--- src/verilog/maria_pkg.sv ---
`default_nettype none

package maria_pkg;

   // Line memory and color map sizes
   localparam int line_width     = 160;
   localparam int color_map_size = 25;

   // Register file indices
   // 0 is background, 1..24 are eight palettes of three colors
   localparam logic [4:0] reg_ctrl  = 5'd25;
   localparam logic [4:0] reg_zp_lo = 5'd26;
   localparam logic [4:0] reg_zp_hi = 5'd27;

   // Control byte layout
   // {CK, DM1, DM0, CW, BC, KM, RM1, RM0}, only CK, DM1, BC and KM kept
   localparam int ctrl_color_kill = 7;
   localparam int ctrl_dma_en     = 6;
   localparam int ctrl_border     = 3;
   localparam int ctrl_kangaroo   = 2;

   // One cell of the line memory
   typedef struct packed {
      logic [2:0] palette;
      logic [1:0] pixel;
   } lram_entry_t;

   // One pixel write from the fetcher
   typedef struct packed {
      logic        we;
      logic [7:0]  col;
      lram_entry_t entry;
   } lram_write_t;

   // Decoded register state, shared by every block
   typedef struct packed {
      logic [color_map_size-1:0][7:0] color_map;
      logic                           color_kill;
      logic                           border;
      logic                           kangaroo;
      logic                           dma_en;
      logic [15:0]                    zp;
   } maria_cfg_t;

endpackage

`default_nettype wire
--- src/verilog/maria.sv ---
`default_nettype none

module maria (
   input  logic        sysclk,
   input  logic        rst_n,
   // CPU register port
   input  logic        reg_we,
   input  logic [4:0]  reg_addr,
   input  logic [7:0]  reg_wdata,
   output logic [7:0]  reg_rdata,
   // DMA memory bus
   output logic [15:0] mem_addr,
   output logic        mem_rd,
   input  logic [7:0]  mem_rdata,
   // Line timing
   input  logic        line_start,
   output logic        dma_done,
   // Pixel output
   input  logic [7:0]  col,
   output logic [7:0]  uv_out
);
   import maria_pkg::*;

   maria_cfg_t  cfg;
   lram_write_t lram_wr;
   lram_entry_t rd_entry;
   logic [7:0]  rd_col;

   // Register file
   maria_regs u_regs (
      .sysclk    (sysclk),
      .rst_n     (rst_n),
      .reg_we    (reg_we),
      .reg_addr  (reg_addr),
      .reg_wdata (reg_wdata),
      .reg_rdata (reg_rdata),
      .cfg       (cfg)
   );

   // Display list DMA, the producer
   dma_fetch u_fetch (
      .sysclk     (sysclk),
      .rst_n      (rst_n),
      .line_start (line_start),
      .cfg        (cfg),
      .mem_addr   (mem_addr),
      .mem_rd     (mem_rd),
      .mem_rdata  (mem_rdata),
      .lram_wr    (lram_wr),
      .dma_done   (dma_done)
   );

   // Double-buffered line
   line_ram u_lram (
      .sysclk     (sysclk),
      .rst_n      (rst_n),
      .line_start (line_start),
      .kangaroo   (cfg.kangaroo),
      .lram_wr    (lram_wr),
      .rd_col     (rd_col),
      .rd_entry   (rd_entry)
   );

   // Color lookup, the consumer
   line_playback u_play (
      .sysclk   (sysclk),
      .rst_n    (rst_n),
      .col      (col),
      .rd_col   (rd_col),
      .rd_entry (rd_entry),
      .cfg      (cfg),
      .uv_out   (uv_out)
   );

endmodule

`default_nettype wire

--- src/verilog/line_playback.sv ---
`default_nettype none

module line_playback (
   input  logic                   sysclk,
   input  logic                   rst_n,
   input  logic [7:0]             col,
   output logic [7:0]             rd_col,
   input  maria_pkg::lram_entry_t rd_entry,
   input  maria_pkg::maria_cfg_t  cfg,
   output logic [7:0]             uv_out
);
   import maria_pkg::*;

   logic       in_range_q;
   logic [4:0] cm_idx;
   logic [7:0] bg_color;
   logic [7:0] color;

   // Column goes straight to the line RAM
   assign rd_col = col;

   // In-range flag lines up with the registered RAM read
   always_ff @(posedge sysclk or negedge rst_n) begin
      if (!rst_n) begin
         in_range_q <= 1'b0;
      end else begin
         in_range_q <= col < line_width;
      end
   end

   // Palette p, pixel v maps to entry 1 + 3p + v - 1
   assign cm_idx   = ({2'b00, rd_entry.palette} * 5'd3) + {3'b000, rd_entry.pixel};
   assign bg_color = cfg.color_map[0];

   always_comb begin
      if (!in_range_q) begin
         // Border area, black or background
         color = cfg.border ? 8'h00 : bg_color;
      end else if (rd_entry.pixel == 2'd0) begin
         color = bg_color;
      end else begin
         color = cfg.color_map[cm_idx];
      end
   end

   // Second stage, kill drops the chroma nibble
   always_ff @(posedge sysclk or negedge rst_n) begin
      if (!rst_n) begin
         uv_out <= 8'h00;
      end else begin
         uv_out <= cfg.color_kill ? {4'h0, color[3:0]} : color;
      end
   end

endmodule

`default_nettype wire

--- src/verilog/line_ram.sv ---
`default_nettype none

module line_ram (
   input  logic                   sysclk,
   input  logic                   rst_n,
   input  logic                   line_start,
   input  logic                   kangaroo,
   input  maria_pkg::lram_write_t lram_wr,
   input  logic [7:0]             rd_col,
   output maria_pkg::lram_entry_t rd_entry
);
   import maria_pkg::*;

   // Two line halves, back is written while front plays
   lram_entry_t bank [2][line_width];
   // Index of the back bank, front is the other one
   logic        back_sel;
   logic        front_sel;
   logic        wr_ok;
   logic        rd_ok;

   assign front_sel = ~back_sel;

   // Zero pixel is transparent unless kangaroo mode
   assign wr_ok = lram_wr.we && (lram_wr.col < line_width) &&
                  ((lram_wr.entry.pixel != 2'd0) || kangaroo);

   // Border columns do not touch the banks
   assign rd_ok = rd_col < line_width;

   always_ff @(posedge sysclk or negedge rst_n) begin
      if (!rst_n) begin
         back_sel <= 1'b0;
         rd_entry <= '0;
         for (int i = 0; i < line_width; i++) begin
            bank[0][i] <= '0;
            bank[1][i] <= '0;
         end
      end else begin
         // Swap halves at each line
         if (line_start) begin
            back_sel <= ~back_sel;
         end

         // Later writes overwrite earlier ones
         if (wr_ok) begin
            bank[back_sel][lram_wr.col] <= lram_wr.entry;
         end

         // Read and clear front entry in the same cycle
         if (rd_ok) begin
            rd_entry                  <= bank[front_sel][rd_col];
            bank[front_sel][rd_col]   <= '0;
         end else begin
            rd_entry <= '0;
         end
      end
   end

endmodule

`default_nettype wire

--- src/verilog/dma_fetch.sv ---
`default_nettype none

module dma_fetch (
   input  logic                   sysclk,
   input  logic                   rst_n,
   input  logic                   line_start,
   input  maria_pkg::maria_cfg_t  cfg,
   output logic [15:0]            mem_addr,
   output logic                   mem_rd,
   input  logic [7:0]             mem_rdata,
   output maria_pkg::lram_write_t lram_wr,
   output logic                   dma_done
);
   import maria_pkg::*;

   typedef enum logic [2:0] {
      S_IDLE,
      S_START,
      S_HDR_RD,
      S_HDR_DATA,
      S_GFX_RD,
      S_GFX_DATA,
      S_PIX
   } state_t;

   state_t      state;
   logic [15:0] list_addr;
   logic [15:0] gfx_addr;
   logic [1:0]  hdr_idx;
   logic [2:0]  palette_q;
   logic [4:0]  width_q;
   // Nine bits so hpos + 4j + k never wraps into the visible range
   logic [8:0]  col_q;
   logic [7:0]  shift_q;
   logic [1:0]  pix_cnt;
   logic        list_end;

   // Header byte 1 is {palette[2:0], width[4:0]}, zero width closes the list
   assign list_end = (state == S_HDR_DATA) && (hdr_idx == 2'd1) && (mem_rdata[4:0] == 5'd0);

   always_ff @(posedge sysclk or negedge rst_n) begin
      if (!rst_n) begin
         state     <= S_IDLE;
         list_addr <= 16'h0000;
         gfx_addr  <= 16'h0000;
         hdr_idx   <= 2'd0;
         palette_q <= 3'd0;
         width_q   <= 5'd0;
         col_q     <= 9'd0;
         shift_q   <= 8'h00;
         pix_cnt   <= 2'd0;
         dma_done  <= 1'b0;
      end else begin
         dma_done <= list_end && !line_start;
         if (line_start) begin
            // New line, any fetch in flight is dropped without dma_done
            list_addr <= cfg.zp;
            hdr_idx   <= 2'd0;
            state     <= cfg.dma_en ? S_START : S_IDLE;
         end else begin
            case (state)
               // Spacer so a killed read is never followed by another at once
               S_START:    state <= S_HDR_RD;
               S_HDR_RD:   state <= S_HDR_DATA;
               S_HDR_DATA: begin
                  list_addr <= list_addr + 16'd1;
                  hdr_idx   <= hdr_idx + 2'd1;
                  state     <= S_HDR_RD;
                  case (hdr_idx)
                     2'd0: gfx_addr[7:0] <= mem_rdata;
                     2'd1: begin
                        palette_q <= mem_rdata[7:5];
                        width_q   <= mem_rdata[4:0];
                        if (list_end) begin
                           state <= S_IDLE;
                        end
                     end
                     2'd2: gfx_addr[15:8] <= mem_rdata;
                     default: begin
                        // Horizontal position, then graphics bytes follow
                        col_q <= {1'b0, mem_rdata};
                        state <= S_GFX_RD;
                     end
                  endcase
               end
               S_GFX_RD:   state <= S_GFX_DATA;
               S_GFX_DATA: begin
                  shift_q  <= mem_rdata;
                  gfx_addr <= gfx_addr + 16'd1;
                  width_q  <= width_q - 5'd1;
                  pix_cnt  <= 2'd0;
                  state    <= S_PIX;
               end
               S_PIX: begin
                  // MSB pair first, one pixel per cycle
                  shift_q <= {shift_q[5:0], 2'b00};
                  col_q   <= col_q + 9'd1;
                  pix_cnt <= pix_cnt + 2'd1;
                  if (pix_cnt == 2'd3) begin
                     state <= (width_q == 5'd0) ? S_HDR_RD : S_GFX_RD;
                  end
               end
               default:    state <= S_IDLE;
            endcase
         end
      end
   end

   // Bus outputs decoded from state
   assign mem_rd   = (state == S_HDR_RD) || (state == S_GFX_RD);
   assign mem_addr = (state == S_GFX_RD) ? gfx_addr : list_addr;

   // Off-line columns dropped, no write in the line_start cycle
   assign lram_wr.we            = (state == S_PIX) && (col_q < line_width) && !line_start;
   assign lram_wr.col           = col_q[7:0];
   assign lram_wr.entry.palette = palette_q;
   assign lram_wr.entry.pixel   = shift_q[7:6];

endmodule

`default_nettype wire

--- src/verilog/maria_regs.sv ---
`default_nettype none

module maria_regs (
   input  logic                  sysclk,
   input  logic                  rst_n,
   input  logic                  reg_we,
   input  logic [4:0]            reg_addr,
   input  logic [7:0]            reg_wdata,
   output logic [7:0]            reg_rdata,
   output maria_pkg::maria_cfg_t cfg
);
   import maria_pkg::*;

   logic [color_map_size-1:0][7:0] color_map;
   logic [7:0]                     ctrl;
   logic [7:0]                     zp_lo;
   logic [7:0]                     zp_hi;
   logic [7:0]                     rd_mux;

   // CPU writes land on the edge where reg_we is high
   always_ff @(posedge sysclk or negedge rst_n) begin
      if (!rst_n) begin
         color_map <= '0;
         ctrl      <= 8'h00;
         zp_lo     <= 8'h00;
         zp_hi     <= 8'h00;
      end else if (reg_we) begin
         if (reg_addr < color_map_size) begin
            color_map[reg_addr] <= reg_wdata;
         end else if (reg_addr == reg_ctrl) begin
            ctrl <= reg_wdata;
         end else if (reg_addr == reg_zp_lo) begin
            zp_lo <= reg_wdata;
         end else if (reg_addr == reg_zp_hi) begin
            zp_hi <= reg_wdata;
         end
      end
   end

   // Readback select, addresses 28..31 give zero
   always_comb begin
      rd_mux = 8'h00;
      if (reg_addr < color_map_size) begin
         rd_mux = color_map[reg_addr];
      end else if (reg_addr == reg_ctrl) begin
         rd_mux = ctrl;
      end else if (reg_addr == reg_zp_lo) begin
         rd_mux = zp_lo;
      end else if (reg_addr == reg_zp_hi) begin
         rd_mux = zp_hi;
      end
   end

   // Registered readback, one cycle after the address
   always_ff @(posedge sysclk or negedge rst_n) begin
      if (!rst_n) begin
         reg_rdata <= 8'h00;
      end else begin
         reg_rdata <= rd_mux;
      end
   end

   // Unpack control bits for the other blocks
   assign cfg.color_map  = color_map;
   assign cfg.color_kill = ctrl[ctrl_color_kill];
   assign cfg.border     = ctrl[ctrl_border];
   assign cfg.kangaroo   = ctrl[ctrl_kangaroo];
   assign cfg.dma_en     = ctrl[ctrl_dma_en];
   assign cfg.zp         = {zp_hi, zp_lo};

endmodule

`default_nettype wire

--- config.mk ---
export PLATFORM = sky130hd
export DESIGN_NAME = maria
export DESIGN_NICKNAME = d
export VERILOG_FILES = /design/src/verilog/maria_pkg.sv /design/src/verilog/maria.sv /design/src/verilog/line_playback.sv /design/src/verilog/line_ram.sv /design/src/verilog/dma_fetch.sv /design/src/verilog/maria_regs.sv
export SDC_FILE = /design/constraint.sdc
export NUM_CORES = 2
export LEC_CHECK = 0
export ABC_AREA = 1
export CAP_MARGIN = 20
export CORE_ASPECT_RATIO = 0.7
export CORE_MARGIN = 2
export CORE_UTILIZATION = 40
export CTS_BUF_LIST = sky130_fd_sc_hd__clkbuf_8
export DETAILED_ROUTE_END_ITERATION = 12
export DONT_BUFFER_PORTS = 1
export GPL_TIMING_DRIVEN = 0
export PLACE_DENSITY_LB_ADDON = 0.25
export SYNTH_ARGS = -nofsm -noshare
export SYNTH_HDL_FRONTEND = slang
export SYNTH_SLANG_ARGS = --single-unit
--- constraint.sdc ---
create_clock -name sysclk -period 3.3 [get_ports sysclk]
set_input_delay 0.165 -clock sysclk [delete_from_list [all_inputs] [get_ports sysclk]]
set_output_delay 0.165 -clock sysclk [all_outputs]
set_load 0.005 [all_outputs]
; Word level (Yosys, flattened, before mapping)
; Index checks and enable logic that the tools add are counted.
[totals]
regBits = 1912
output_inout_bits = 34
elab_cells = 826
[op_classes]
n_addsub = 7
multipliers = 1
n_lt_le_gt_ge = 15
eq_ne = 17
mux = 54
n_bitwise = 11
reduce_logical = 36
[ops]
columns = cell, count
row1 = 800-bit two-way mux, 5
row2 = 1600-bit two-way mux, 2
row3 = 1600-bit AND, 1
row4 = 1600-bit bitwise mux, 1
row5 = 800-bit demux with 1-bit select, 2
row6 = 1600-bit inverter, 1
row7 = 200-bit bitwise mux, 1
row8 = 8-bit two-way mux, 13
row9 = 8-bit binary-select mux with 5-bit select, 2
row10 = 5-bit demux with 8-bit select, 2
row11 = 16-bit two-way mux, 3
row12 = 5-bit binary-select mux with 8-bit select, 1
row13 = 8-bit demux with 5-bit select, 1
row14 = "16-bit by 1-bit adder with 16-bit output, second input constant", 2
row15 = 16-bit one-hot mux with 2 select lines, 1
row16 = 5-bit two-way mux, 6
row17 = "9-bit greater-or-equal comparator, second input constant", 2
row18 = "9-bit by 1-bit < comparator with 1-bit output, second input constant", 2
row19 = 8-bit inverter with 9-bit output, 2
row20 = 3-bit one-hot mux with 6 select lines, 1
row21 = 9-bit one-hot mux with 2 select lines, 1
row22 = 3-bit AND reduction, 6
row23 = "8-bit < comparator, second input constant", 2
row24 = 8-bit one-hot mux with 2 select lines, 1
row25 = 39 further kinds, 80

; Depth between registers and ports, before layout
[logic_depth]
depth_word = 11
mapped_depth = 15
depth_no_buf = 14

; By module
; A second synthesis with hierarchy kept.
[unflattened]
cells_unflattened = 13985
hier_area_um2 = 104900.6
[modules_own_cells]
columns = module, instances, cells_each, area_per_inst_um2, seq_area_each_um2
row1 = line_ram, 1, 11222, 86449.2, 40188.5
row2 = maria_regs, 1, 1509, 11182.0, 5805.6
row3 = dma_fetch, 1, 603, 4232.8, 1626.6
row4 = line_playback, 1, 651, 3036.7, 225.2

; Worst setup path after synthesis
; Ideal clock, no wire load.
[synth_path]
kind = flip-flop to flip-flop
start = register, netlist name u_lram.rd_entry[3]
end = register u_play.uv_out[5]
setup_ns = 0.078
t_arrival_ns = 2.631
t_required_ns = 3.222
setup_slack_ns = 0.592
path_stages_with_launch = 15
n_path_buf = 2
period_less_slack_ns = 2.708
cell_sequence = dfrtp_1 -> inv_1 -> fa_1 -> inv_1 -> ha_1 -> inv_1 -> fa_1 -> clkbuf_1 -> inv_1 -> clkbuf_1 -> o21ai_0 -> nor2_1 -> o21ai_0 -> nand3_1 -> a21oi_1
[synth_via]
elab_chain_cells = 7
[synth_lines]
columns = item, line
row1 = 3-bit by 2-bit multiplier with 5-bit output, line_playback.sv:32  ; assign cm_idx = ({2'b00, rd_entry.palette} * 5'd3) + {3'b000, rd_entry.pixel};
row2 = 5-bit by 2-bit adder with 5-bit output, line_playback.sv:32
row3 = 8-bit binary-select mux with 5-bit select, line_playback.sv:42  ; color = cfg.color_map[cm_idx];
row4 = 8-bit two-way mux (not written as such), line_playback.sv:42
row5 = 8-bit two-way mux, line_playback.sv:39  ; end else if (rd_entry.pixel == 2'd0) begin
row6 = 8-bit two-way mux, line_playback.sv:36  ; if (!in_range_q) begin
row7 = 8-bit two-way mux, line_playback.sv:51  ; uv_out <= cfg.color_kill ? {4'h0, color[3:0]} : color;
row8 = "end signal, assigned", line_playback.sv:51
row9 = "end, declared", line_playback.sv:10  ; output logic [7:0] uv_out
; Every way passes these cells. The select of a mux whose other input is x is not followed.
; A chain may end at the register's enable or synchronous reset.

; Final worst setup path
[layout_path]
start = input col[0]
end = register, netlist name u_lram.rd_entry[1]
[layout_via]
elab_chain_cells = 5
[layout_lines]
columns = item, line
row1 = "start, declared", maria.sv:19  ; input logic [7:0] col,
row2 = 8-bit inverter with 9-bit output (not written as such), line_ram.sv:52  ; rd_entry <= bank[front_sel][rd_col];
row3 = 5-bit binary-select mux with 8-bit select, line_ram.sv:52
row4 = 5-bit two-way mux (not written as such) (2 in a row), line_ram.sv:52
row5 = 5-bit two-way mux (*), line_ram.sv:51  ; if (rd_ok) begin
; Mark *: on every way between the ends. The rest lies on a longest branch, timed or not. The select of a mux whose other input is x is not followed.

==> results_dict.tcl <==
set metrics [dict create \
    status "finished, violations left" \
    failed_checks "negative hold slack, max-slew violations, negative setup slack" \
    synth-compound-area-share 0.1984 \
    cts_tree "yes" \
    power_density_mw_per_mm2 689.7 \
    power_leakage_nw 52.89 \
    synth_xor_area_frac 0.002098 \
    path_clk_slew_ns 0.07 \
    syn_inst 13010 \
    core-area_mm2 0.2487 \
    tightest_slew_ns 1.529 \
    wire_per_inst_um 33.02 \
    cts.path.max_buffers 4 \
    drt-total-wl_mm 568.7 \
    rrSetupSlack_ns -0.24 \
    fin_skew_ns 0.07497 \
    startpoint_type "input port" \
    antenna_found_initial 86 \
    synth-seq-area-share 0.4774 \
    die_area_mm2 0.2546 \
    cts_buffers 326 \
    drt_iter0_drc 18720 \
    finalPower_mw 80.00 \
    finalMaxSlewViolations 2 \
    hp-class "in2async" \
    synthMuxAreaShare 0.0002122 \
    end_kind "flop" \
    synth.area.top_cells "dfrtp_1, a211oi_1, nor2_1, nand2_1, inv_1" \
    slew_headroom -0.01937 \
    hold_viol 715 \
    yosysWarnings 0 \
    period_share 1.102 \
    cts_max_level 5 \
    path_max_fanout 10 \
    period_needed_ns 3.636 \
    finalSetupTns_ns -22.24 \
    ys_types 52 \
    crit_type "in2reg" \
    synth_flop_cell "dfrtp_1" \
    drive_gt1_frac 0.1002 \
    std_cell_rows 153 \
    syn_nets 13070 \
    rr_endpoint "u_lram.rd_entry[4]" \
    drtPass1Iterations 8 \
    setup_viol 433 \
    place_congestion 1.074 \
    die_h_um 422.8 \
    placed_cells 16500 \
    final_cells 17220 \
    crit_path_end "u_lram.rd_entry[1]" \
    drcViolationCount 0 \
    cts_root_buf "clkbuf_8" \
    maxCapViolations 0 \
    synth_edf_count 0 \
    synth_fa_ha_area_frac 0.002647 \
    crit_start "col[0]" \
    avgSynthCellArea_um2 7.701 \
    clock-sinks 1912 \
    max_freq_ghz 0.2750 \
    grt_pass1_vias 91610 \
    ant_nets 0 \
    seq_area_mm2 0.04785 \
    grt_pass1_wl_mm 764.5 \
    via_per_inst 6.080 \
    grt_use_total 0.4346 \
    placement.io_buffers 0 \
    die_w_um 602.3 \
    cp_data_arrival_time_ns 4.60 \
    initial_core_util 0.4030 \
    async_flop_share 1.000 \
    regToRegStartpoint "u_lram.back_sel" \
    synth.cell_area_mm2 0.1002 \
    multi_input_comb_area_mm2 0.04328 \
    synth_top_cell_area_share 0.4774 \
    ir_drop_v 0.0004764 \
    synth_area_leader_cell "dfrtp_1" \
    ys_seq_elements 1912 \
    layout_setup_ws_ns -0.3362 \
    synthSimpleGateAreaFrac 0.2225 \
    grt_max_degree 230 \
    syn2layout_area_growth_pct 15.74 \
    required_ns 4.26 \
    num_io_pins 67 \
    fillers 25280 \
    clk_latency_ns 1.08 \
    fin_nets 13640 \
    grt_overflow 0 \
    dpl.hpwl_mm 427.1 \
    r2r_cells 14 \
    synth_top_family_by_area "simple AND/OR/NAND/NOR gates" \
    vias 104700 \
    whs_ns -1.161 \
]
-- registers in the layout (all words and copies together) (netlist names), 2 cells and up --
| register | count |
|---|---|
| u_fetch.pix_cnt | 2 |
| u_regs.zp_hi | 8 |
| u_lram.rd_entry | 5 |
| u_regs.cfg | 200 |
| u_regs.zp_lo | 8 |
| u_regs.ctrl | 8 |
| u_play.uv_out | 8 |
| u_fetch.gfx_addr | 16 |
| u_fetch.list_addr | 16 |
| u_lram.bank | 1600 |
| u_fetch.hdr_idx | 2 |
| u_regs.reg_rdata | 8 |
| u_fetch.width_q | 5 |
| u_fetch.palette_q | 3 |
| u_fetch.state | 3 |
| u_fetch.shift_q | 8 |
| u_fetch.col_q | 9 |
-- cells by family after synthesis --
logic type               count (synthesis)
AND/OR/NAND/NOR                       5337
flip-flops                            1912
buffers and inverters                 2522
AO/OA/AOI/OAI                         3197
multiplexers                             2
XOR/XNOR                                24
adder cells (fa/ha/maj)                 20
-- synth_stat cells (60+ instances only) --
cell / instances
o211ai_1: 119
o21ai_0: 955
nor2_2: 60
nor2_1: 2235
dfrtp_1: 1912
buf_2: 106
nand4_1: 84
a211oi_1: 1190
a21oi_1: 563
nand3_1: 611
buf_1: 82
nand2_1: 2150
inv_1: 1783
o22ai_1: 208
clkbuf_1: 477
-- layout by cell type (no fill, tap or decap), drive strengths merged, types with 25 or more instances in the layout --
cell            n
nand2        2208
o21a           45
buf           402
inv          1910
clkinv         59
diode          73
a31oi          33
a21oi         563
dfrtp        1912
o211ai        119
dlygate4sd3    59
o22ai         208
nor3           41
clkbuf        873
or2            25
o21ai         988
nand4          84
nand3         631
a211oi       1190
nor2         2330
-- power by group --
group          switching, mW  internal [mW]
registers               1.18           25.8
clock network           11.1           11.6
logic                   23.6           6.75
-- repair_timing --
action,CTS,global route
pin swaps,18,35
hold buffers,58,1
hold endpoints to repair,1132,664
buffers inserted,8,18
setup endpoints to repair,1591,429
gates resized for setup,373,227
-- metrics by stage --
| stage | util | setup slack, ns | area [um2] |
|---|---|---|---|
| after global placement | 0.4198 | -3.634 | 104400 |
| after detailed placement | 0.4312 | -1.778 | 107200 |
| after floorplan | - | 0.5920 | 100200 |
| final | 0.4664 | -0.3362 | 116000 |
| after CTS | 0.4629 | -0.04198 | 115100 |
| after global routing | 0.4658 | -0.005214 | 115800 |
-- worst min-delay path by stage --
stage	start	endpoint	slack, ns	depth (start not counted)
finish	rst_n	u_lram.bank[233]	-1.16	0
global route	rst_n	u_lram.bank[286]	-1.17	0
global placement	rst_n	u_lram.bank[312]	0.13	0
floorplan	rst_n	u_fetch.col_q[0]	-0.13	0
detailed placement	rst_n	u_lram.bank[312]	-0.11	0
CTS	rst_n	u_lram.bank[233]	-1.19	0
-- metal layers --
metal / up-vias / global-route usage / wire length (um)
met1: 50370 / 0.6283 / 239400
li1: 44180 / - / -
met2: 8635 / 0.4856 / 190500
met5: - / 0.005251 / 982
met3: 1456 / 0.2788 / 111300
met4: 64 / 0.1767 / 26630
-- worst max-delay path, stage by stage --
cell and delay [ns]:
nand2_2 0.41, clkinv_2 0.38, clkbuf_1 0.50, buf_8 0.27
clkbuf_1 0.98, o211ai_1 0.50, nand4_1 0.38, nand2_1 0.08
nand2_1 0.25, nor2_1 0.12, nor2_1 0.13, nor2_2 0.08
nand2_1 0.09, nand2_1 0.09, nand3_4 0.10
-- layout make-up --
cell class	count	area share
flip-flops and latches	1912	0.4125
multi-input cells	8580	0.3732
inverters	1837	0.05967
clock buffers	410	0.04865
well taps	3332	0.03594
repair buffers	247	0.03080
plain buffers	684	0.03076
clock inverters	146	0.006904
diodes	73	0.001575
Power figures use the tool's default switching activity.
